<file path="src/rtl/nbody_defines.svh">
`ifndef NBODY_DEFINES_SVH
`define NBODY_DEFINES_SVH

// Body memory depth and index width
`define NBODY_BODIES 16
`define NBODY_BODY_W 4

// Coordinate and bus widths
`define NBODY_DATA_W 64
`define NBODY_EXT_W 32
`define NBODY_ADDR_W 16

// Register select sits above the body index
`define NBODY_SEL_LSB 9
`define NBODY_SEL_W 7

// Sweep counter width
`define NBODY_STEP_W 16

// Register stages in the position adder
`define NBODY_UPD_LAT 3

`endif
</file>
<file path="src/rtl/nbody_body_pkg.sv">
`include "nbody_defines.svh"

package nbody_body_pkg;

    typedef logic [`NBODY_BODY_W-1:0] body_idx_t;
    typedef logic [`NBODY_DATA_W-1:0] coord_t;
    typedef logic [`NBODY_STEP_W-1:0] step_count_t;

    typedef enum logic {
        IDLE,
        UPDATE_POS
    } sweep_state_e;

    // Body issued for a position update
    typedef struct packed {
        logic      valid;
        body_idx_t body;
    } upd_req_t;

    // One body as read from the four memories
    typedef struct packed {
        coord_t x;
        coord_t y;
        coord_t vx;
        coord_t vy;
    } body_rd_t;

    // Updated position on its way back to memory
    typedef struct packed {
        logic      valid;
        body_idx_t body;
        coord_t    x;
        coord_t    y;
    } upd_wr_t;

endpackage

</file>
<file path="src/rtl/nbody_bus_pkg.sv">
`include "nbody_defines.svh"

package nbody_bus_pkg;

    // Register select, address bits above the body index
    typedef enum logic [`NBODY_SEL_W-1:0] {
        GO       = 7'h40,
        READ     = 7'h41,
        N_BODIES = 7'h42,
        GAP      = 7'h43,
        X_LO     = 7'h44,
        X_HI     = 7'h45,
        Y_LO     = 7'h46,
        Y_HI     = 7'h47,
        VX_LO    = 7'h4a,
        VX_HI    = 7'h4b,
        VY_LO    = 7'h4c,
        VY_HI    = 7'h4d,
        DONE     = 7'h50,
        RD_X_LO  = 7'h51,
        RD_X_HI  = 7'h52,
        RD_Y_LO  = 7'h53,
        RD_Y_HI  = 7'h54
    } reg_sel_e;

    typedef logic [`NBODY_EXT_W-1:0] ext_word_t;

    // Software write into one of the body memories
    typedef struct packed {
        logic                      wr_x;
        logic                      wr_y;
        logic                      wr_vx;
        logic                      wr_vy;
        nbody_body_pkg::body_idx_t body;
        nbody_body_pkg::coord_t    data;
    } sw_write_t;

    // Control registers seen by the sequencer
    typedef struct packed {
        logic                        go;
        logic                        read_sw;
        logic [`NBODY_BODY_W:0]      num_bodies;
        nbody_body_pkg::step_count_t gap;
    } ctrl_t;

endpackage

</file>
<file path="src/rtl/sweep_sequencer.sv">
`timescale 1ns/1ps

module sweep_sequencer (
    input  logic                     clk,
    input  logic                     rst,
    input  nbody_bus_pkg::ctrl_t     ctrl_i,
    input  nbody_body_pkg::upd_wr_t  wr_seen_i,
    output nbody_body_pkg::upd_req_t upd_req_o,
    output logic                     running_o,
    output logic                     done_o
);

    nbody_body_pkg::sweep_state_e state_q;
    nbody_body_pkg::body_idx_t    idx_q;
    nbody_body_pkg::step_count_t  gap_cnt_q;
    logic                         issue_q;
    logic                         done_q;
    logic                         last_issue;
    logic                         last_write;
    logic                         last_sweep;

    assign last_issue = {1'b0, idx_q} == ctrl_i.num_bodies - 1'b1;
    assign last_write = wr_seen_i.valid && ({1'b0, wr_seen_i.body} == ctrl_i.num_bodies - 1'b1);
    // GAP of zero still runs one sweep
    assign last_sweep = (gap_cnt_q + 1'b1) >= ctrl_i.gap;

    always_ff @(posedge clk or posedge rst) begin
        if (rst) begin
            state_q   <= nbody_body_pkg::IDLE;
            idx_q     <= '0;
            gap_cnt_q <= '0;
            issue_q   <= 1'b0;
            done_q    <= 1'b0;
        end else begin
            case (state_q)
                nbody_body_pkg::IDLE: begin
                    if (ctrl_i.go) begin
                        if (ctrl_i.read_sw) begin
                            done_q <= 1'b0;
                        end else if (!done_q) begin
                            if (ctrl_i.num_bodies == '0) begin
                                // Nothing to move
                                done_q <= 1'b1;
                            end else begin
                                state_q   <= nbody_body_pkg::UPDATE_POS;
                                idx_q     <= '0;
                                gap_cnt_q <= '0;
                                issue_q   <= 1'b1;
                            end
                        end
                    end
                end
                nbody_body_pkg::UPDATE_POS: begin
                    if (!ctrl_i.go) begin
                        state_q <= nbody_body_pkg::IDLE;
                        issue_q <= 1'b0;
                    end else begin
                        if (issue_q) begin
                            if (last_issue) begin
                                issue_q <= 1'b0;
                            end else begin
                                idx_q <= idx_q + 1'b1;
                            end
                        end
                        // Sweep ends when its last body lands in memory
                        if (last_write) begin
                            if (last_sweep) begin
                                state_q <= nbody_body_pkg::IDLE;
                                done_q  <= 1'b1;
                            end else begin
                                gap_cnt_q <= gap_cnt_q + 1'b1;
                                idx_q     <= '0;
                                issue_q   <= 1'b1;
                            end
                        end
                    end
                end
                default: state_q <= nbody_body_pkg::IDLE;
            endcase
        end
    end

    assign upd_req_o = '{valid: issue_q, body: idx_q};
    assign running_o = state_q == nbody_body_pkg::UPDATE_POS;
    assign done_o    = done_q;

    a_done_not_running: assert property (@(posedge clk) disable iff (rst)
        !(done_o && running_o));

    a_idx_in_range: assert property (@(posedge clk) disable iff (rst)
        upd_req_o.valid |-> ({1'b0, upd_req_o.body} < ctrl_i.num_bodies));

endmodule

</file>
<file path="config.mk">
export PLATFORM = sky130hd
export DESIGN_NAME = sweep_sequencer
export DESIGN_NICKNAME = d
export VERILOG_FILES = /design/src/rtl/nbody_body_pkg.sv /design/src/rtl/nbody_bus_pkg.sv /design/src/rtl/sweep_sequencer.sv
export VERILOG_INCLUDE_DIRS = /design/src /design/src/rtl
export SDC_FILE = /design/constraint.sdc
export NUM_CORES = 1
export LEC_CHECK = 0
export BUFFER_PORTS_ARGS = -buffer_cell sky130_fd_sc_hd__clkbuf_2
export CAP_MARGIN = 15
export CORE_ASPECT_RATIO = 2
export CORE_UTILIZATION = 42
export CTS_CLUSTER_DIAMETER = 100
export DETAILED_ROUTE_END_ITERATION = 6
export HOLD_SLACK_MARGIN = 0.02
export PLACE_DENSITY = 0.94
export SLEW_MARGIN = 25
export SYNTH_ARGS = -nofsm -noshare
export SYNTH_HDL_FRONTEND = slang
export SYNTH_SLANG_ARGS = --single-unit
</file>
<file path="constraint.sdc">
create_clock -name clk -period 6.03 [get_ports clk]
set_input_delay 0.603 -clock clk [delete_from_list [all_inputs] [get_ports clk]]
set_output_delay 0.603 -clock clk [all_outputs]
set_load 0.01 [all_outputs]
</file>
==> flow_metrics.env <==
export IMPL_area_growth_pct=14.2
export IMPL_avgSynthCellArea_um2=8.69
export IMPL_clk_latency_ns=0.27
export IMPL_cp_end_kind="flop"
export IMPL_synth_edf_count=0
export IMPL_drt_iter0_drc=47
export IMPL_grt_usage_pct=19.3
export IMPL_row_count=34
export IMPL_ctsResizeCount=0
export IMPL_yosysMostFrequentCell="inv_1"
export IMPL_worst_slew_pin_slew_ns=0.912
export IMPL_cts_buffers=3
export IMPL_antenna_left=0
export IMPL_drv_slew=0
export IMPL_synth_cells=220
export IMPL_rsz0062_at_grt="no"
export IMPL_grt_start_max_net_pins=24
export IMPL_arrival_ns=4.44
export IMPL_hold_viol=0
export IMPL_hp_class="in -> async"
export IMPL_netlist_area_um2=1910
export IMPL_start_util_pct=44.1
export IMPL_slew_headroom_pct=39.2
export IMPL_power_leakage_nw=1.13
export IMPL_die_area_um2=4840
export IMPL_fmax_ghz=0.234
export IMPL_pin_count=165
export IMPL_netlist_top_cells_area="dfrtp_1, ha_1, xnor2_1"
export IMPL_vias=1753
export IMPL_synth_distinct_cells=45
export IMPL_setup_violations=0
export IMPL_io_buffers=36
export IMPL_clock_path_buffers=2
export IMPL_postCtsSetupBuffers=0
export IMPL_hpwl_mm=3.48
export IMPL_gr_total_overflow=0
export IMPL_syn_nets=398
export IMPL_min_period_over_period_pct=70.8
export IMPL_wl_per_cell_um=13.8
export IMPL_ctsRootBufferMaster="clkbuf_8"
export IMPL_path_class="reg -> reg"
export IMPL_cts_max_level=1
export IMPL_layout_nets=436
export IMPL_hold_buffers=0
export IMPL_final_cells=311
export IMPL_ys_seq_area_share_pct=30.1
export IMPL_start_kind="flop"
export IMPL_irDropWorstVdd_mv=0.126
export IMPL_clkSlewWorstSetupHoldPaths_ns=0.09
export IMPL_first_pass_iters=4
export IMPL_clock_skew_ns=0.00388
export IMPL_synth_area_leader_cell="dfrtp_1"
export IMPL_die_h_um=97.4
export IMPL_diodes=0
export IMPL_yosys_top_cells_count="inv_1, nand2_1, dfrtp_1, ha_1, xnor2_1"
export IMPL_cp_required_ns=6.19
export IMPL_routed_wl_mm=4.30
export IMPL_cts_sink_count=23
export IMPL_cts_tree="yes"
export IMPL_die_w_um=49.7
export IMPL_ys_warn_count=0
export IMPL_viasPerCell=5.64
export IMPL_synth_top_area_share_pct=30.1
export IMPL_antenna_found_initial=0
export IMPL_maxCapViolCount=0
export IMPL_gp_congestion=0.860
export IMPL_fin_setup_tns_ns=0
export IMPL_ys_flop_type="dfrtp_1"
export IMPL_crit_fanout=11
export IMPL_power_density_nw_per_um2=174
export IMPL_placed_cells=307
export IMPL_status="completed"
export IMPL_min_period_ns=4.27
export IMPL_synth_seq_cells=23
export IMPL_core_region_area_um2=4340
export IMPL_drive_gt1_share_pct=17.9
export IMPL_drc=0
export IMPL_async_flop_share_pct=100
export IMPL_grt_pass1_vias=1766
export IMPL_grt_pass1_wl_mm=7.33
-- flip-flops by register name (all words and copies together), names as in the netlist --
name,count
issue_q,1
done_o,1
idx_q,4
running_o,1
gap_cnt_q,16
-- cell type report --
cell class | count | area (um^2)
multi-input combinational | 169 | 1220
tap | 54 | 67.6
fill | 422 | 2160
inverter | 25 | 93.8
timing repair buffer | 36 | 180
sequential | 23 | 576
clock buffer | 3 | 41.3
clock inverter | 1 | 5.00
-- stage by stage --
step	utilization [%]	hold WS (ns)	power, mW	cell area, um^2	worst slack, ns
final	50.3	0.496	0.380	2180	1.76
after global placement	49.3	0.482	0.277	2140	1.90
after CTS	50.3	0.506	0.380	2180	1.81
after global routing	50.3	0.514	0.400	2180	1.47
after floorplan	-	0.458	0.248	1910	2.59
after detailed placement	49.3	0.488	0.281	2140	1.85
-- cells in the final DEF, fill, tap and decap left out, drive strengths merged, types with 2 or more instances in the layout --
cell / Yosys / final
clkbuf: 1 / 39
inv: 25 / 25
nand2: 24 / 24
dfrtp: 23 / 23
ha: 20 / 20
xnor2: 15 / 15
nand3: 15 / 15
a21oi: 14 / 14
nor2: 9 / 9
xor2: 8 / 8
nor3: 7 / 7
o21ai: 7 / 7
a22o: 6 / 6
a21o: 5 / 5
nor4: 4 / 4
nand4: 3 / 3
o211ai: 3 / 3
nand2b: 3 / 3
o21bai: 2 / 2
a21boi: 2 / 2
and3: 2 / 2
o22ai: 2 / 2
mux2i: 2 / 2
or2: 2 / 2
-- cell families after synthesis --
family                   share of synthesized area, %
AO/OA/AOI/OAI                                    16.7
XOR/XNOR                                         11.7
adder cells (fa/ha/maj)                          13.1
buffers and inverters                            6.09
flip-flops                                       30.1
multiplexers                                     1.05
AND/OR/NAND/NOR                                  21.3
-- final timing paths --
kind,start,endpoint,slack [ns],cells after the start
worst min-delay path,rst,issue_q,0.50,2
max in group asynchronous,rst,gap_cnt_q[12],4.98,2
min in group clk,gap_cnt_q[15],gap_cnt_q[15],0.50,1
worst min register to register,gap_cnt_q[15],gap_cnt_q[15],0.50,1
worst max register to register,gap_cnt_q[0],gap_cnt_q[3],1.76,12
worst max-delay path,gap_cnt_q[0],gap_cnt_q[3],1.76,12
-- where the power goes --
part | leakage, nW | internal, mW | total, mW | switching [mW]
registers | 0.314 | 0.166 | 0.184 | 0.0182
clock network | 0.0255 | 0.0464 | 0.101 | 0.0550
logic | 0.785 | 0.0420 | 0.0947 | 0.0527
-- layer usage --
layer  share of wire, %  GRT usage (%)  up-vias
met5                  0              0        -
met4                6.0           14.9        0
met3                1.7           1.56       22
met2                 56           34.9       35
met1                 37           19.1      836
li1                   -              -      860
-- critical path, stage by stage (launching register included) --
cell and delay (ns):
dfrtp_1 0.49, ha_1 0.32, nand3_1 0.21, nor4_1 0.60, nand3_1 0.18, xnor2_1 0.24
ha_1 0.30, nand4_1 0.16, o21bai_1 0.12, nor4_2 0.65, nand3_2 0.24, a21o_1 0.37
a22o_1 0.29
No activity file was read; power rests on OpenSTA's default activity.
