## src/rtl/nbody_defines.svh

```systemverilog
`ifndef NBODY_DEFINES_SVH
`define NBODY_DEFINES_SVH

// Body memory depth and index width
`define NBODY_BODIES 16
`define NBODY_BODY_W 4

// Coordinate and bus widths
`define NBODY_DATA_W 64
`define NBODY_EXT_W 32
`define NBODY_ADDR_W 16

// Register select sits above the body index
`define NBODY_SEL_LSB 9
`define NBODY_SEL_W 7

// Sweep counter width
`define NBODY_STEP_W 16

// Register stages in the position adder
`define NBODY_UPD_LAT 3

`endif
```

## src/rtl/nbody_body_pkg.sv

```systemverilog
`include "nbody_defines.svh"

package nbody_body_pkg;

    typedef logic [`NBODY_BODY_W-1:0] body_idx_t;
    typedef logic [`NBODY_DATA_W-1:0] coord_t;
    typedef logic [`NBODY_STEP_W-1:0] step_count_t;

    typedef enum logic {
        IDLE,
        UPDATE_POS
    } sweep_state_e;

    // Body issued for a position update
    typedef struct packed {
        logic      valid;
        body_idx_t body;
    } upd_req_t;

    // One body as read from the four memories
    typedef struct packed {
        coord_t x;
        coord_t y;
        coord_t vx;
        coord_t vy;
    } body_rd_t;

    // Updated position on its way back to memory
    typedef struct packed {
        logic      valid;
        body_idx_t body;
        coord_t    x;
        coord_t    y;
    } upd_wr_t;

endpackage

```

## src/rtl/nbody_bus_pkg.sv

```systemverilog
`include "nbody_defines.svh"

package nbody_bus_pkg;

    // Register select, address bits above the body index
    typedef enum logic [`NBODY_SEL_W-1:0] {
        GO       = 7'h40,
        READ     = 7'h41,
        N_BODIES = 7'h42,
        GAP      = 7'h43,
        X_LO     = 7'h44,
        X_HI     = 7'h45,
        Y_LO     = 7'h46,
        Y_HI     = 7'h47,
        VX_LO    = 7'h4a,
        VX_HI    = 7'h4b,
        VY_LO    = 7'h4c,
        VY_HI    = 7'h4d,
        DONE     = 7'h50,
        RD_X_LO  = 7'h51,
        RD_X_HI  = 7'h52,
        RD_Y_LO  = 7'h53,
        RD_Y_HI  = 7'h54
    } reg_sel_e;

    typedef logic [`NBODY_EXT_W-1:0] ext_word_t;

    // Software write into one of the body memories
    typedef struct packed {
        logic                      wr_x;
        logic                      wr_y;
        logic                      wr_vx;
        logic                      wr_vy;
        nbody_body_pkg::body_idx_t body;
        nbody_body_pkg::coord_t    data;
    } sw_write_t;

    // Control registers seen by the sequencer
    typedef struct packed {
        logic                        go;
        logic                        read_sw;
        logic [`NBODY_BODY_W:0]      num_bodies;
        nbody_body_pkg::step_count_t gap;
    } ctrl_t;

endpackage

```

## src/rtl/body_store.sv

```systemverilog
`timescale 1ns/1ps
`include "nbody_defines.svh"

module body_store (
    input  logic                      clk,
    input  logic                      rst,
    input  logic                      running_i,
    input  nbody_bus_pkg::sw_write_t  sw_wr_i,
    input  nbody_body_pkg::body_idx_t rb_body_i,
    input  nbody_body_pkg::upd_req_t  upd_req_i,
    input  nbody_body_pkg::upd_wr_t   upd_wr_i,
    output nbody_body_pkg::body_rd_t  body_rd_o,
    output nbody_body_pkg::coord_t    rb_x_o,
    output nbody_body_pkg::coord_t    rb_y_o
);

    nbody_body_pkg::body_idx_t rd_addr;
    nbody_body_pkg::body_idx_t pos_waddr;
    nbody_body_pkg::coord_t    x_wdata;
    nbody_body_pkg::coord_t    y_wdata;
    logic                      x_we;
    logic                      y_we;
    logic                      vx_we;
    logic                      vy_we;
    logic                      sw_any;
    nbody_body_pkg::coord_t    x_q;
    nbody_body_pkg::coord_t    y_q;
    nbody_body_pkg::coord_t    vx_q;
    nbody_body_pkg::coord_t    vy_q;

    assign sw_any = sw_wr_i.wr_x | sw_wr_i.wr_y | sw_wr_i.wr_vx | sw_wr_i.wr_vy;

    // Sweep owns the ports while running, software otherwise
    assign rd_addr   = running_i ? upd_req_i.body : rb_body_i;
    assign pos_waddr = running_i ? upd_wr_i.body : sw_wr_i.body;
    assign x_wdata   = running_i ? upd_wr_i.x : sw_wr_i.data;
    assign y_wdata   = running_i ? upd_wr_i.y : sw_wr_i.data;
    assign x_we      = running_i ? upd_wr_i.valid : sw_wr_i.wr_x;
    assign y_we      = running_i ? upd_wr_i.valid : sw_wr_i.wr_y;

    // Velocities only change from software
    assign vx_we = sw_wr_i.wr_vx & ~running_i;
    assign vy_we = sw_wr_i.wr_vy & ~running_i;

    body_ram i_x_ram  (.clk, .we_i(x_we),  .waddr_i(pos_waddr),    .wdata_i(x_wdata),
                       .raddr_i(rd_addr), .rdata_o(x_q));
    body_ram i_y_ram  (.clk, .we_i(y_we),  .waddr_i(pos_waddr),    .wdata_i(y_wdata),
                       .raddr_i(rd_addr), .rdata_o(y_q));
    body_ram i_vx_ram (.clk, .we_i(vx_we), .waddr_i(sw_wr_i.body), .wdata_i(sw_wr_i.data),
                       .raddr_i(rd_addr), .rdata_o(vx_q));
    body_ram i_vy_ram (.clk, .we_i(vy_we), .waddr_i(sw_wr_i.body), .wdata_i(sw_wr_i.data),
                       .raddr_i(rd_addr), .rdata_o(vy_q));

    assign body_rd_o = '{x: x_q, y: y_q, vx: vx_q, vy: vy_q};
    assign rb_x_o    = x_q;
    assign rb_y_o    = y_q;

    // Software never strobes a memory during write-back of a sweep
    a_no_sw_during_update: assert property (@(posedge clk) disable iff (rst)
        (upd_wr_i.valid && running_i) |-> !sw_any);

endmodule

```

## src/rtl/body_ram.sv

```systemverilog
`timescale 1ns/1ps
`include "nbody_defines.svh"

module body_ram #(
    parameter int DATA_W = `NBODY_DATA_W,
    parameter int DEPTH  = `NBODY_BODIES
) (
    input  logic                      clk,
    input  logic                      we_i,
    input  nbody_body_pkg::body_idx_t waddr_i,
    input  nbody_body_pkg::coord_t    wdata_i,
    input  nbody_body_pkg::body_idx_t raddr_i,
    output nbody_body_pkg::coord_t    rdata_o
);

    logic [DATA_W-1:0] mem [DEPTH];

    // Read before write on a shared address
    always_ff @(posedge clk) begin
        if (we_i) begin
            mem[waddr_i] <= wdata_i;
        end
        rdata_o <= mem[raddr_i];
    end

endmodule

```

## config.mk

```make
export PLATFORM = sky130hd
export DESIGN_NAME = body_store
export DESIGN_NICKNAME = d
export VERILOG_FILES = /design/src/rtl/nbody_body_pkg.sv /design/src/rtl/nbody_bus_pkg.sv /design/src/rtl/body_store.sv /design/src/rtl/body_ram.sv
export VERILOG_INCLUDE_DIRS = /design/src /design/src/rtl
export SDC_FILE = /design/constraint.sdc
export NUM_CORES = 2
export LEC_CHECK = 0
export BUFFER_PORTS_ARGS = -buffer_cell sky130_fd_sc_hd__buf_4
export CAP_MARGIN = 5
export CORE_MARGIN = 4
export CORE_UTILIZATION = 30
export DETAILED_ROUTE_END_ITERATION = 10
export PLACE_DENSITY_LB_ADDON = 0.05
export SLEW_MARGIN = 20
export SYNTH_ARGS = -nofsm -noshare
export SYNTH_HDL_FRONTEND = slang
export SYNTH_SLANG_ARGS = --single-unit
```

## constraint.sdc

```tcl
create_clock -name clk -period 8.3 [get_ports clk]
set_input_delay 1.245 -clock clk [delete_from_list [all_inputs] [get_ports clk]]
set_output_delay 1.245 -clock clk [all_outputs]
set_load 0.05 [all_outputs]
```

==> qor.yml <==
outcome:
  status: "finished clean"
yosys:
  synth_top_area_cell: "edfxtp_1"
  synth_top_family_by_area: "compound AO/OA/AOI/OAI gates"
  synth_xor_xnor_area_share: 0
  post-synth-top-count-cell: "edfxtp_1"
  syn_area_per_cell_um2: 13.1
  synth_compound_area_frac: 0.182
  async_flop_share: 0
  synth_area_um2: 188000
  syn-instance-count: 14300
  synth_fp_nets: 14600
  yosysWarnings: 0
  synth-main-ff-cell: "edfxtp_1"
  synth_edf_count: 4096
  synth_common_cells: "edfxtp_1, a21oi_1, nand2_1"
  yosys_register_bits: 4352
  synth_simple_gate_area_share: 0.0716
  synth_top_area_share: 0.656
  synthMuxAreaShare: 0.0265
  seq_area_frac_synth: 0.683
  synth_cell_types: 67
  synth_area_leaders: "edfxtp_1, a211oi_1, a21oi_1"
  synth_fa_ha_area_frac: 0
finish:
  fill_cells: 60200
  final_nets: 14700
  fin_cells: 23300
  area_delta_synth_final_pct: 16.4
  drive_gt1_frac: 0.142
sta:
  hold_violations: 0
  slew_headroom: 0.0878
  finalSetupViolCount: 0
  rsz0062_at_grt: "false"
  maxSlewViolCount: 0
  post-route-min-period_ns: 4.44
  min_period_over_period: 0.535
  clock_skew_ns: 0.0470
  timing.fmax_mhz: 225
  tightest_slew_ns: 1.37
  fin_setup_tns_ns: 0
power_and_ir_drop:
  p_sw_mw: 15.6
  p_per_area_nw_per_um2: 253
  p_leak_nw: 71.1
  p_clk_frac: 0.417
  seq_power_share: 0.457
  intPower_mw: 39.7
  ir_worst_vdd_uv: 174
  power_frac_comb: 0.126
  swShare: 0.282
placement:
  gp_congestion: 0.784
  dp_hpwl_um: 501000
  port_buffers: 598
  dp_cells: 22300
die:
  pin_count: 601
  die_y_um: 799
  rows: 290
  core-area_um2: 623000
  die_w_um: 799
  die_area_um2: 638000
  initial_core_util: 0.301
grt:
  grt_overflow: 0
  grt_pass1_vias: 136000
  antenna_found_initial: 103
  grt_max_degree: 148
  grt_util_all_layers: 0.279
  grt_first_pass_wirelength_um: 1220000
run:
  maxCapViolCount: 0
setup_path:
  critical_path.startpoint: "running_i"
  cp_max_fo: 98
  critPathMaxStageDelay_ns: 0.94
  cpMaxStageDelayCell: "buf_4"
  crit_type: "primary input to flop"
  cp.required_ns: 9.33
  crit_arrival_ns: 5.47
  worstSetupEndpointType: "flop"
  cpMostUsedCell: "buf_4"
  reg2reg_from: "i_vx_ram.mem[9][9]$_DFFE_PP_"
  path_cells: "buf_16 -> buf_4 -> buf_4 -> buf_4 -> buf_4 -> a211oi_1 -> a21oi_1 -> a21oi_1 -> o21ai_0 -> and4_1"
  cp-start-kind: "primary input"
cts:
  cts_tree: "built"
  cts.sinks: 4352
  clk_latency_ns: 1.11
  cts_buffers: 538
  cts-htree-levels: 6
  clockRootBuffer: "clkbuf_16"
  cts-resized-gates: 0
  cts_setup_buffers: 0
  postCtsHoldBufs: 0
  cts.path.max_buffers: 4
  clkTransAtPathRegs_ns: 0.05
route:
  viasPerCell: 5.95
  wl_per_cell_um: 39.5
  drt_wl_total_um: 922000
  drtPass1Iterations: 6
  ant_nets: 0
  drcViolationCount: 0
  drt-initial-drc-count: 14900
  vias: 139000
min_path:
  hp-start: "i_vy_ram.mem[1][3]$_DFFE_PP_"
  holdCritPathClass: "flop to flop"
[cell families after synthesis]
family          Yosys count
simple gates           3043
mux                     282
flops                  4352
buf+inv                1504
compound gates         5165
[worst max-delay path: cells and delay by family]
family,cells,cell delay [ns]
AOI/OAI and AO/OA,4,0.62
buffers and inverters,5,3.06
and+or+nand+nor,1,0.24
[routing by layer]
metal,wire (um),track usage,share of wire,vias to the layer above
li1,-,-,-,56700
met1,389000,0.371,0.42,74100
met2,431000,0.456,0.47,6481
met3,58500,0.0390,0.063,1483
met4,42700,0.116,0.046,16
met5,99,0,0.00011,-
[stage by stage]
stage	utilization	worst slack (ns)	hold slack, ns	power (mW)	area, um^2
floorplan	-	1.03	0.524	29.4	188000
global placement	0.323	2.86	0.559	32.6	201000
detailed placement	0.323	2.80	0.546	32.6	201000
CTS	0.350	3.97	0.478	55.7	218000
global route	0.350	3.67	0.485	57.0	218000
finish	0.350	3.86	0.543	55.2	218000
[power by group through the flow]
stage,Clock [mW],Combinational [mW],Sequential [mW]
6_report,23.0,6.98,25.2
5_1_grt,24.4,7.27,25.3
4_1_cts,23.5,6.98,25.2
3_5_place_dp,0,6.96,25.7
3_3_place_gp,0,6.90,25.7
2_1_floorplan,0,3.26,26.1
[cells in the final DEF (no fill, tap or decap), drive strengths merged, types with 100 or more instances in the layout]
cell type,instances
edfxtp,4096
and2,100
dfxtp,256
o21ai,419
clkbuf,771
o311a,101
a21o,256
clkinv,167
mux4,166
a21boi,121
a21oi,1809
buf,1037
nand2,1797
a211o,143
a211oi,1330
nor2,283
and4,115
a31oi,293
a22o,109
nand3,521
[cell type report]
cell class	instances	area [um^2]	area share
sequential	4352	128000	0.587
multi-input combinational	8490	53300	0.244
clock buffer	771	15000	0.0688
tap	8322	10400	0.0477
timing repair buffer	1037	9160	0.0420
clock inverter	216	1960	0.00900
inverter	59	259	0.00119
antenna	74	185	0.000848
[state kept, by name (all words and copies together), names as in the netlist]
signal            count
i_vx_ram.mem       1024
i_vx_ram.rdata_o     64
i_vy_ram.mem       1024
i_vy_ram.rdata_o     64
i_x_ram.mem        1024
i_x_ram.rdata_o      64
i_y_ram.mem        1024
i_y_ram.rdata_o      64
[final timing paths]
| check | to | depth (start not counted) | slack [ns] |
|---|---|---|---|
| max | i_y_ram.rdata_o[14]$_DFF_P_ | 10 | 3.86 |
| min | i_vy_ram.rdata_o[3]$_DFF_P_ | 2 | 0.54 |
| max reg2reg | i_vx_ram.rdata_o[9]$_DFF_P_ | 5 | 5.92 |
| min reg2reg | i_vy_ram.rdata_o[3]$_DFF_P_ | 2 | 0.54 |
(Power assumes the default switching activity.)
