### src/rtl/nbody_defines.svh
`ifndef NBODY_DEFINES_SVH
`define NBODY_DEFINES_SVH

// Body memory depth and index width
`define NBODY_BODIES 16
`define NBODY_BODY_W 4

// Coordinate and bus widths
`define NBODY_DATA_W 64
`define NBODY_EXT_W 32
`define NBODY_ADDR_W 16

// Register select sits above the body index
`define NBODY_SEL_LSB 9
`define NBODY_SEL_W 7

// Sweep counter width
`define NBODY_STEP_W 16

// Register stages in the position adder
`define NBODY_UPD_LAT 3

`endif
### src/rtl/nbody_body_pkg.sv
`include "nbody_defines.svh"

package nbody_body_pkg;

    typedef logic [`NBODY_BODY_W-1:0] body_idx_t;
    typedef logic [`NBODY_DATA_W-1:0] coord_t;
    typedef logic [`NBODY_STEP_W-1:0] step_count_t;

    typedef enum logic {
        IDLE,
        UPDATE_POS
    } sweep_state_e;

    // Body issued for a position update
    typedef struct packed {
        logic      valid;
        body_idx_t body;
    } upd_req_t;

    // One body as read from the four memories
    typedef struct packed {
        coord_t x;
        coord_t y;
        coord_t vx;
        coord_t vy;
    } body_rd_t;

    // Updated position on its way back to memory
    typedef struct packed {
        logic      valid;
        body_idx_t body;
        coord_t    x;
        coord_t    y;
    } upd_wr_t;

endpackage

### src/rtl/nbody_bus_pkg.sv
`include "nbody_defines.svh"

package nbody_bus_pkg;

    // Register select, address bits above the body index
    typedef enum logic [`NBODY_SEL_W-1:0] {
        GO       = 7'h40,
        READ     = 7'h41,
        N_BODIES = 7'h42,
        GAP      = 7'h43,
        X_LO     = 7'h44,
        X_HI     = 7'h45,
        Y_LO     = 7'h46,
        Y_HI     = 7'h47,
        VX_LO    = 7'h4a,
        VX_HI    = 7'h4b,
        VY_LO    = 7'h4c,
        VY_HI    = 7'h4d,
        DONE     = 7'h50,
        RD_X_LO  = 7'h51,
        RD_X_HI  = 7'h52,
        RD_Y_LO  = 7'h53,
        RD_Y_HI  = 7'h54
    } reg_sel_e;

    typedef logic [`NBODY_EXT_W-1:0] ext_word_t;

    // Software write into one of the body memories
    typedef struct packed {
        logic                      wr_x;
        logic                      wr_y;
        logic                      wr_vx;
        logic                      wr_vy;
        nbody_body_pkg::body_idx_t body;
        nbody_body_pkg::coord_t    data;
    } sw_write_t;

    // Control registers seen by the sequencer
    typedef struct packed {
        logic                        go;
        logic                        read_sw;
        logic [`NBODY_BODY_W:0]      num_bodies;
        nbody_body_pkg::step_count_t gap;
    } ctrl_t;

endpackage

### src/rtl/nbody_csr.sv
`timescale 1ns/1ps
`include "nbody_defines.svh"

module nbody_csr (
    input  logic                      clk,
    input  logic                      rst,
    input  logic                      chipselect_i,
    input  logic                      read_i,
    input  logic                      write_i,
    input  logic [`NBODY_ADDR_W-1:0]  addr_i,
    input  nbody_bus_pkg::ext_word_t  writedata_i,
    input  logic                      done_i,
    input  nbody_body_pkg::coord_t    rb_x_i,
    input  nbody_body_pkg::coord_t    rb_y_i,
    output nbody_bus_pkg::ctrl_t      ctrl_o,
    output nbody_bus_pkg::sw_write_t  sw_wr_o,
    output nbody_body_pkg::body_idx_t rb_body_o,
    output nbody_bus_pkg::ext_word_t  readdata_o
);

    logic                        wr_en;
    logic                        rd_en;
    logic [`NBODY_SEL_W-1:0]     sel;
    nbody_body_pkg::body_idx_t   addr_body;
    logic                        go_q;
    logic                        read_q;
    logic [`NBODY_BODY_W:0]      num_q;
    nbody_body_pkg::step_count_t gap_q;
    logic [3:0]                  stb_q;
    logic [`NBODY_SEL_W-1:0]     rd_sel_q;
    nbody_body_pkg::body_idx_t   rb_body_q;
    nbody_bus_pkg::ext_word_t    lo_q;
    nbody_body_pkg::body_idx_t   wr_body_q;
    nbody_body_pkg::coord_t      wr_data_q;

    assign wr_en     = chipselect_i & write_i;
    assign rd_en     = chipselect_i & read_i;
    assign sel       = addr_i[`NBODY_ADDR_W-1:`NBODY_SEL_LSB];
    assign addr_body = addr_i[`NBODY_BODY_W-1:0];

    always_ff @(posedge clk or posedge rst) begin
        if (rst) begin
            go_q      <= 1'b0;
            read_q    <= 1'b0;
            num_q     <= '0;
            gap_q     <= '0;
            stb_q     <= '0;
            rd_sel_q  <= '0;
            rb_body_q <= '0;
        end else begin
            stb_q <= '0;
            if (wr_en) begin
                case (sel)
                    nbody_bus_pkg::GO:       go_q   <= writedata_i[0];
                    nbody_bus_pkg::READ:     read_q <= writedata_i[0];
                    nbody_bus_pkg::N_BODIES: num_q  <= writedata_i[`NBODY_BODY_W:0];
                    nbody_bus_pkg::GAP:      gap_q  <= writedata_i[`NBODY_STEP_W-1:0];
                    nbody_bus_pkg::X_HI:     stb_q  <= 4'b1000;
                    nbody_bus_pkg::Y_HI:     stb_q  <= 4'b0100;
                    nbody_bus_pkg::VX_HI:    stb_q  <= 4'b0010;
                    nbody_bus_pkg::VY_HI:    stb_q  <= 4'b0001;
                    default: ;
                endcase
            end
            if (rd_en) begin
                rd_sel_q  <= sel;
                rb_body_q <= addr_body;
            end
        end
    end

    // Lower half waits here until its upper half arrives
    always_ff @(posedge clk) begin
        if (wr_en) begin
            case (sel)
                nbody_bus_pkg::X_LO, nbody_bus_pkg::Y_LO,
                nbody_bus_pkg::VX_LO, nbody_bus_pkg::VY_LO: lo_q <= writedata_i;
                default: ;
            endcase
            wr_body_q <= addr_body;
            wr_data_q <= {writedata_i, lo_q};
        end
    end

    assign ctrl_o  = '{go: go_q, read_sw: read_q, num_bodies: num_q, gap: gap_q};
    assign sw_wr_o = '{wr_x: stb_q[3], wr_y: stb_q[2], wr_vx: stb_q[1], wr_vy: stb_q[0],
                       body: wr_body_q, data: wr_data_q};

    // Address the memory in the read cycle, hold it afterwards
    assign rb_body_o = rd_en ? addr_body : rb_body_q;

    always_comb begin
        case (rd_sel_q)
            nbody_bus_pkg::DONE:    readdata_o = {{(`NBODY_EXT_W-1){1'b0}}, done_i};
            nbody_bus_pkg::RD_X_LO: readdata_o = rb_x_i[`NBODY_EXT_W-1:0];
            nbody_bus_pkg::RD_X_HI: readdata_o = rb_x_i[`NBODY_DATA_W-1:`NBODY_EXT_W];
            nbody_bus_pkg::RD_Y_LO: readdata_o = rb_y_i[`NBODY_EXT_W-1:0];
            nbody_bus_pkg::RD_Y_HI: readdata_o = rb_y_i[`NBODY_DATA_W-1:`NBODY_EXT_W];
            default:                readdata_o = '1;
        endcase
    end

endmodule

### config.mk
export PLATFORM = sky130hd
export DESIGN_NAME = nbody_csr
export DESIGN_NICKNAME = d
export VERILOG_FILES = /design/src/rtl/nbody_body_pkg.sv /design/src/rtl/nbody_bus_pkg.sv /design/src/rtl/nbody_csr.sv
export VERILOG_INCLUDE_DIRS = /design/src /design/src/rtl
export SDC_FILE = /design/constraint.sdc
export NUM_CORES = 1
export LEC_CHECK = 0
export BUFFER_PORTS_ARGS = -buffer_cell sky130_fd_sc_hd__clkbuf_2
export CAP_MARGIN = 15
export CORE_UTILIZATION = 40
export DETAILED_ROUTE_END_ITERATION = 6
export GPL_TIMING_DRIVEN = 0
export PLACE_DENSITY = 0.83
export SLEW_MARGIN = 5
export SYNTH_ARGS = -nofsm -noshare
export SYNTH_HDL_FRONTEND = slang
export SYNTH_SLANG_ARGS = --single-unit
### constraint.sdc
create_clock -name clk -period 1.8 [get_ports clk]
set_clock_uncertainty 0.15 [all_clocks]
set_input_delay 0.18 -clock clk [delete_from_list [all_inputs] [get_ports clk]]
set_output_delay 0.18 -clock clk [all_outputs]
set_load 0.01 [all_outputs]
==> metrics.cfg <==
[run_status]
run_status = finished with violations
failed_checks = negative setup slack

[critical_path]
crit_path_start_kind = register
worst_r2r_startpoint = rd_sel_q[1]$_DFFE_PP0P_
critical_path_buf_inv_count = 4
worst-path-stages = 7
path_max_fanout = 7
ff2ff_path_depth = 3
crit_slowest_cell = sky130_fd_sc_hd__dfrtp_1
reg2reg_to = rd_sel_q[1]$_DFFE_PP0P_
critical_path.top_delay_family = buffers and inverters
crit_arrival_ns = 1.93
crit_path_cell_trace = nor4bb_2, buf_4, nand3b_1, buf_6, clkbuf_16, o2bb2ai_2, buf_2
worst-setup-path-type = register to primary output
endpoint_type_of_the_worst_setup_path = primary output
critical_path_required_ns = 1.47
rrSetupSlack_ns = 0.49
crit_path_max_incr_delay_ns = 0.40

[hold_path]
timing.hold.worst.class = input port to register
hold_path_end = stb_q[2]$_DFF_PP0_
whs_path_depth = 3
hold_path.startpoint = addr_i[9]

[route]
drt-vias-per-instance = 4.994
detailroute.via_count = 4664
detailedRoute.firstPassIterationCount = 5
number_of_design_rule_violations_left_after_detail_routing = 0
routed_wl_um = 16190
postRouteAntennaNets = 0
drt_first_iter_violations = 243
avgRoutedWirePerCell_um = 17.33

[clock_tree]
clock_tree.buffer_depth = 2
cts_tree = built
worst_skew_pair.late_latency_ns = 0.41
tritoncts.num_buffers = 17
clk_root_buffer_cell = sky130_fd_sc_hd__clkbuf_16
h-tree-depth = 4
clk_transition_reported_paths_ns = 0.06
cts_num_sinks = 138

[synthesis]
synth_area_in_compound_gates_pct = 8.948
synth-xor-area-share_pct = 0.1531
synth_sequential_area_ratio_pct = 69.13
synth-adder-area-share_pct = 0
synth_cell_type_count = 29
synthMuxAreaShare_pct = 13.30
yosys_register_bits = 138
area_of_the_mapped_netlist_um2 = 5719
synth_fp_nets = 541
largest_family_of_logic_cells_by_synthesized_area = multiplexers
yosysWarningCount = 0
synth-simple-area-share_pct = 6.147
post_synthesis_instance_total = 359
synthesis.area_per_instance_um2 = 15.93

[layout]
fillCellCount = 1032
multiInputGateArea_um2 = 1877
regArea_um2 = 3955
final_nets = 923
ratio_of_cells_with_drive_above_1_in_the_final_layout_pct = 60.08
final_core_util_pct = 65.21
area_delta_synth_final_pct = 58.87
final_design_instance_area_without_fill_um2 = 9086
antenna_cells_inserted = 0

[placement]
routabilityCongestion = 0.8270
hpwlAfterDp_um = 11370
port-buffer-count = 307
placedInstanceArea_um2 = 7533

[global_routing]
grt_max_degree = 69
grt_overflow = 0
groute.usage.overall_pct = 21.82
vias_in_the_first_global_route = 4624
grt_pass1_wl_um = 24130
antenna_violations_before_repair = 0

[sta]
worst_slew_margin_rel_pct = 40.51
finalSetupViolations = 32
tightestPinTransition_ns = 0.8923
grt_setup_unrepaired = true
min_period_over_period_pct = 125.4
highest_attainable_clock_frequency_mhz = 442.9
shortest_period_the_worst_path_allows_ns = 2.258
timing.final.max_slew_violations = 0
timing.hold.ws_ns = 0.03416
timing.final.ws_setup_ns = -0.4581
finalHoldViolations = 0

[power_and_ir_drop]
clkPwrFrac_pct = 40.5
power.internal_mw = 6.162
seq_power_share_pct = 43.7
swShare_pct = 25.59
combinational_cell_fraction_of_total_power_pct = 15.8
p_leak_nw = 4.109
powerDensity_nw_per_um2 = 911.5
power.net_switching_mw = 2.119
ir_drop_v = 0.0006325

[floorplan]
total_die_area_um2 = 14780
dieHeight_um = 121.6
initial_core_utilization_pct = 41.04
die_width_um = 121.6
core-area_um2 = 13930
floorplan.rows = 43
io_pins = 313

[job]
max_cap_viol_count = 0

[logic make-up after synthesis]
family / count (synthesis)
flip-flops: 138
multiplexers: 68
AO/OA/AOI/OAI: 63
AND/OR/NAND/NOR: 60
buffers and inverters: 29
XOR/XNOR: 1
[power groups by stage]
| stage | clock network [mW] | registers (mW) | logic, mW |
|---|---|---|---|
| finish | 3.35 | 3.62 | 1.31 |
| global route | 3.55 | 3.63 | 1.42 |
| CTS | 3.41 | 3.61 | 1.25 |
| detailed placement | 0 | 3.67 | 1.07 |
| global placement | 0 | 3.67 | 1.05 |
| floorplan | 0 | 3.71 | 0.540 |
[final cells by class]
cell class / instances / area share [%]
sequential: 138 / 43.53
timing repair buffer: 364 / 23.96
multi-input combinational: 192 / 20.66
clock buffer: 17 / 4.682
buffer: 27 / 2.919
tap: 180 / 2.479
clock inverter: 15 / 1.735
inverter: 1 / 0.04131
[cell usage after synthesis]
library cell                count  share of area (%)
sky130_fd_sc_hd__nand3_1       35                3.1
sky130_fd_sc_hd__inv_1          1              0.066
sky130_fd_sc_hd__nor2b_1        4               0.44
sky130_fd_sc_hd__nor3b_4        1               0.33
sky130_fd_sc_hd__a22oi_1       31                4.1
sky130_fd_sc_hd__nand4_4        1               0.37
sky130_fd_sc_hd__nand2b_1       1               0.11
sky130_fd_sc_hd__nor3_1         2               0.18
sky130_fd_sc_hd__and2_1         1               0.11
sky130_fd_sc_hd__mux2i_1       34                6.0
sky130_fd_sc_hd__o21a_1         1               0.13
sky130_fd_sc_hd__mux2_2        24                4.7
sky130_fd_sc_hd__nor3b_1        1               0.13
sky130_fd_sc_hd__nor4b_1        1               0.15
sky130_fd_sc_hd__nand4b_1       1               0.15
sky130_fd_sc_hd__mux2_4        10                2.6
sky130_fd_sc_hd__nand3b_1       1               0.13
sky130_fd_sc_hd__nor2_1         3               0.20
sky130_fd_sc_hd__buf_2          7               0.61
sky130_fd_sc_hd__buf_6          1               0.20
sky130_fd_sc_hd__xor2_1         1               0.15
sky130_fd_sc_hd__edfxtp_1     100                 53
sky130_fd_sc_hd__o2bb2ai_1     31                4.7
sky130_fd_sc_hd__clkbuf_1      18                1.2
sky130_fd_sc_hd__buf_4          2               0.26
sky130_fd_sc_hd__nor4bb_1       1               0.18
sky130_fd_sc_hd__dfrtp_1       38                 17
sky130_fd_sc_hd__nand2_1        6               0.39
sky130_fd_sc_hd__and4bb_2       1               0.22
[metal layers]
metal	up-vias	track usage [%]	share of wire [%]
met3	16	6.133	6.5
met4	0	6.327	1.4
li1	2181	-	-
met1	2243	25.60	40
met2	224	38.74	52
met5	-	0	0
[worst min-delay path, cell delays in order]
cell and delay (ns):
sky130_fd_sc_hd__clkbuf_2 0.18, sky130_fd_sc_hd__nand2_1 0.12, sky130_fd_sc_hd__nor3_1 0.06
[cells in the final DEF (no fill, tap or decap), types with 2 or more instances in the layout]
master                            n
sky130_fd_sc_hd__clkbuf_2       299
sky130_fd_sc_hd__edfxtp_1       100
sky130_fd_sc_hd__dlygate4sd3_1   45
sky130_fd_sc_hd__dfrtp_1         37
sky130_fd_sc_hd__mux2i_1         34
sky130_fd_sc_hd__a22oi_1         31
sky130_fd_sc_hd__nand3_1         30
sky130_fd_sc_hd__mux2_2          24
sky130_fd_sc_hd__o2bb2ai_2       22
sky130_fd_sc_hd__clkbuf_16       18
sky130_fd_sc_hd__buf_2           13
sky130_fd_sc_hd__mux2_4          10
sky130_fd_sc_hd__buf_4           10
sky130_fd_sc_hd__buf_8            7
sky130_fd_sc_hd__o2bb2ai_1        7
sky130_fd_sc_hd__buf_6            6
sky130_fd_sc_hd__nand2_1          5
sky130_fd_sc_hd__nand3_2          5
sky130_fd_sc_hd__clkbuf_8         4
sky130_fd_sc_hd__inv_8            4
sky130_fd_sc_hd__inv_6            4
sky130_fd_sc_hd__nor2_1           3
sky130_fd_sc_hd__clkinv_2         3
sky130_fd_sc_hd__buf_12           3
sky130_fd_sc_hd__nor2b_1          2
sky130_fd_sc_hd__clkbuf_4         2
sky130_fd_sc_hd__o2bb2ai_4        2
[state kept, by name, indices dropped and copies added (netlist names)]
signal     flops
num_q          5
read_q         1
wr_body_q      4
rb_body_q      4
go_q           1
gap_q         16
lo_q          32
stb_q          4
rd_sel_q       7
wr_data_q     64
[how the worst max path moves through the flow]
stage                            start                  to  slack, ns
6_report       rd_sel_q[3]$_DFFE_PP0P_      readdata_o[21]      -0.46
5_1_grt        rd_sel_q[3]$_DFFE_PP0P_      readdata_o[22]      -0.59
4_1_cts        rd_sel_q[5]$_DFFE_PP0P_       readdata_o[4]      -0.48
3_5_place_dp                addr_i[14]  lo_q[11]$_DFFE_PP_      -0.46
3_3_place_gp                addr_i[14]  lo_q[11]$_DFFE_PP_      -0.76
2_1_floorplan               addr_i[14]   lo_q[0]$_DFFE_PP_      -0.23
[stage by stage]
step	TNS, ns	instances	setup slack, ns	power, mW
floorplan	-7.339	359	-0.2293	4.252
global placement	-45.08	846	-0.7648	4.721
detailed placement	-19.35	847	-0.4635	4.748
CTS	-14.93	934	-0.4759	8.276
global route	-18.27	934	-0.5943	8.593
finish	-13.81	934	-0.4581	8.282
[repair_timing]
action,in CTS,in global routing
pin swaps,3,5
cloned,3,0
endpoints found under the hold margin,142,0
buffers inserted,8,0
resized for setup,63,46
setup endpoints to repair,51,32
hold buffers,45,0
Note: power is estimated with default switching activity, not from simulation.
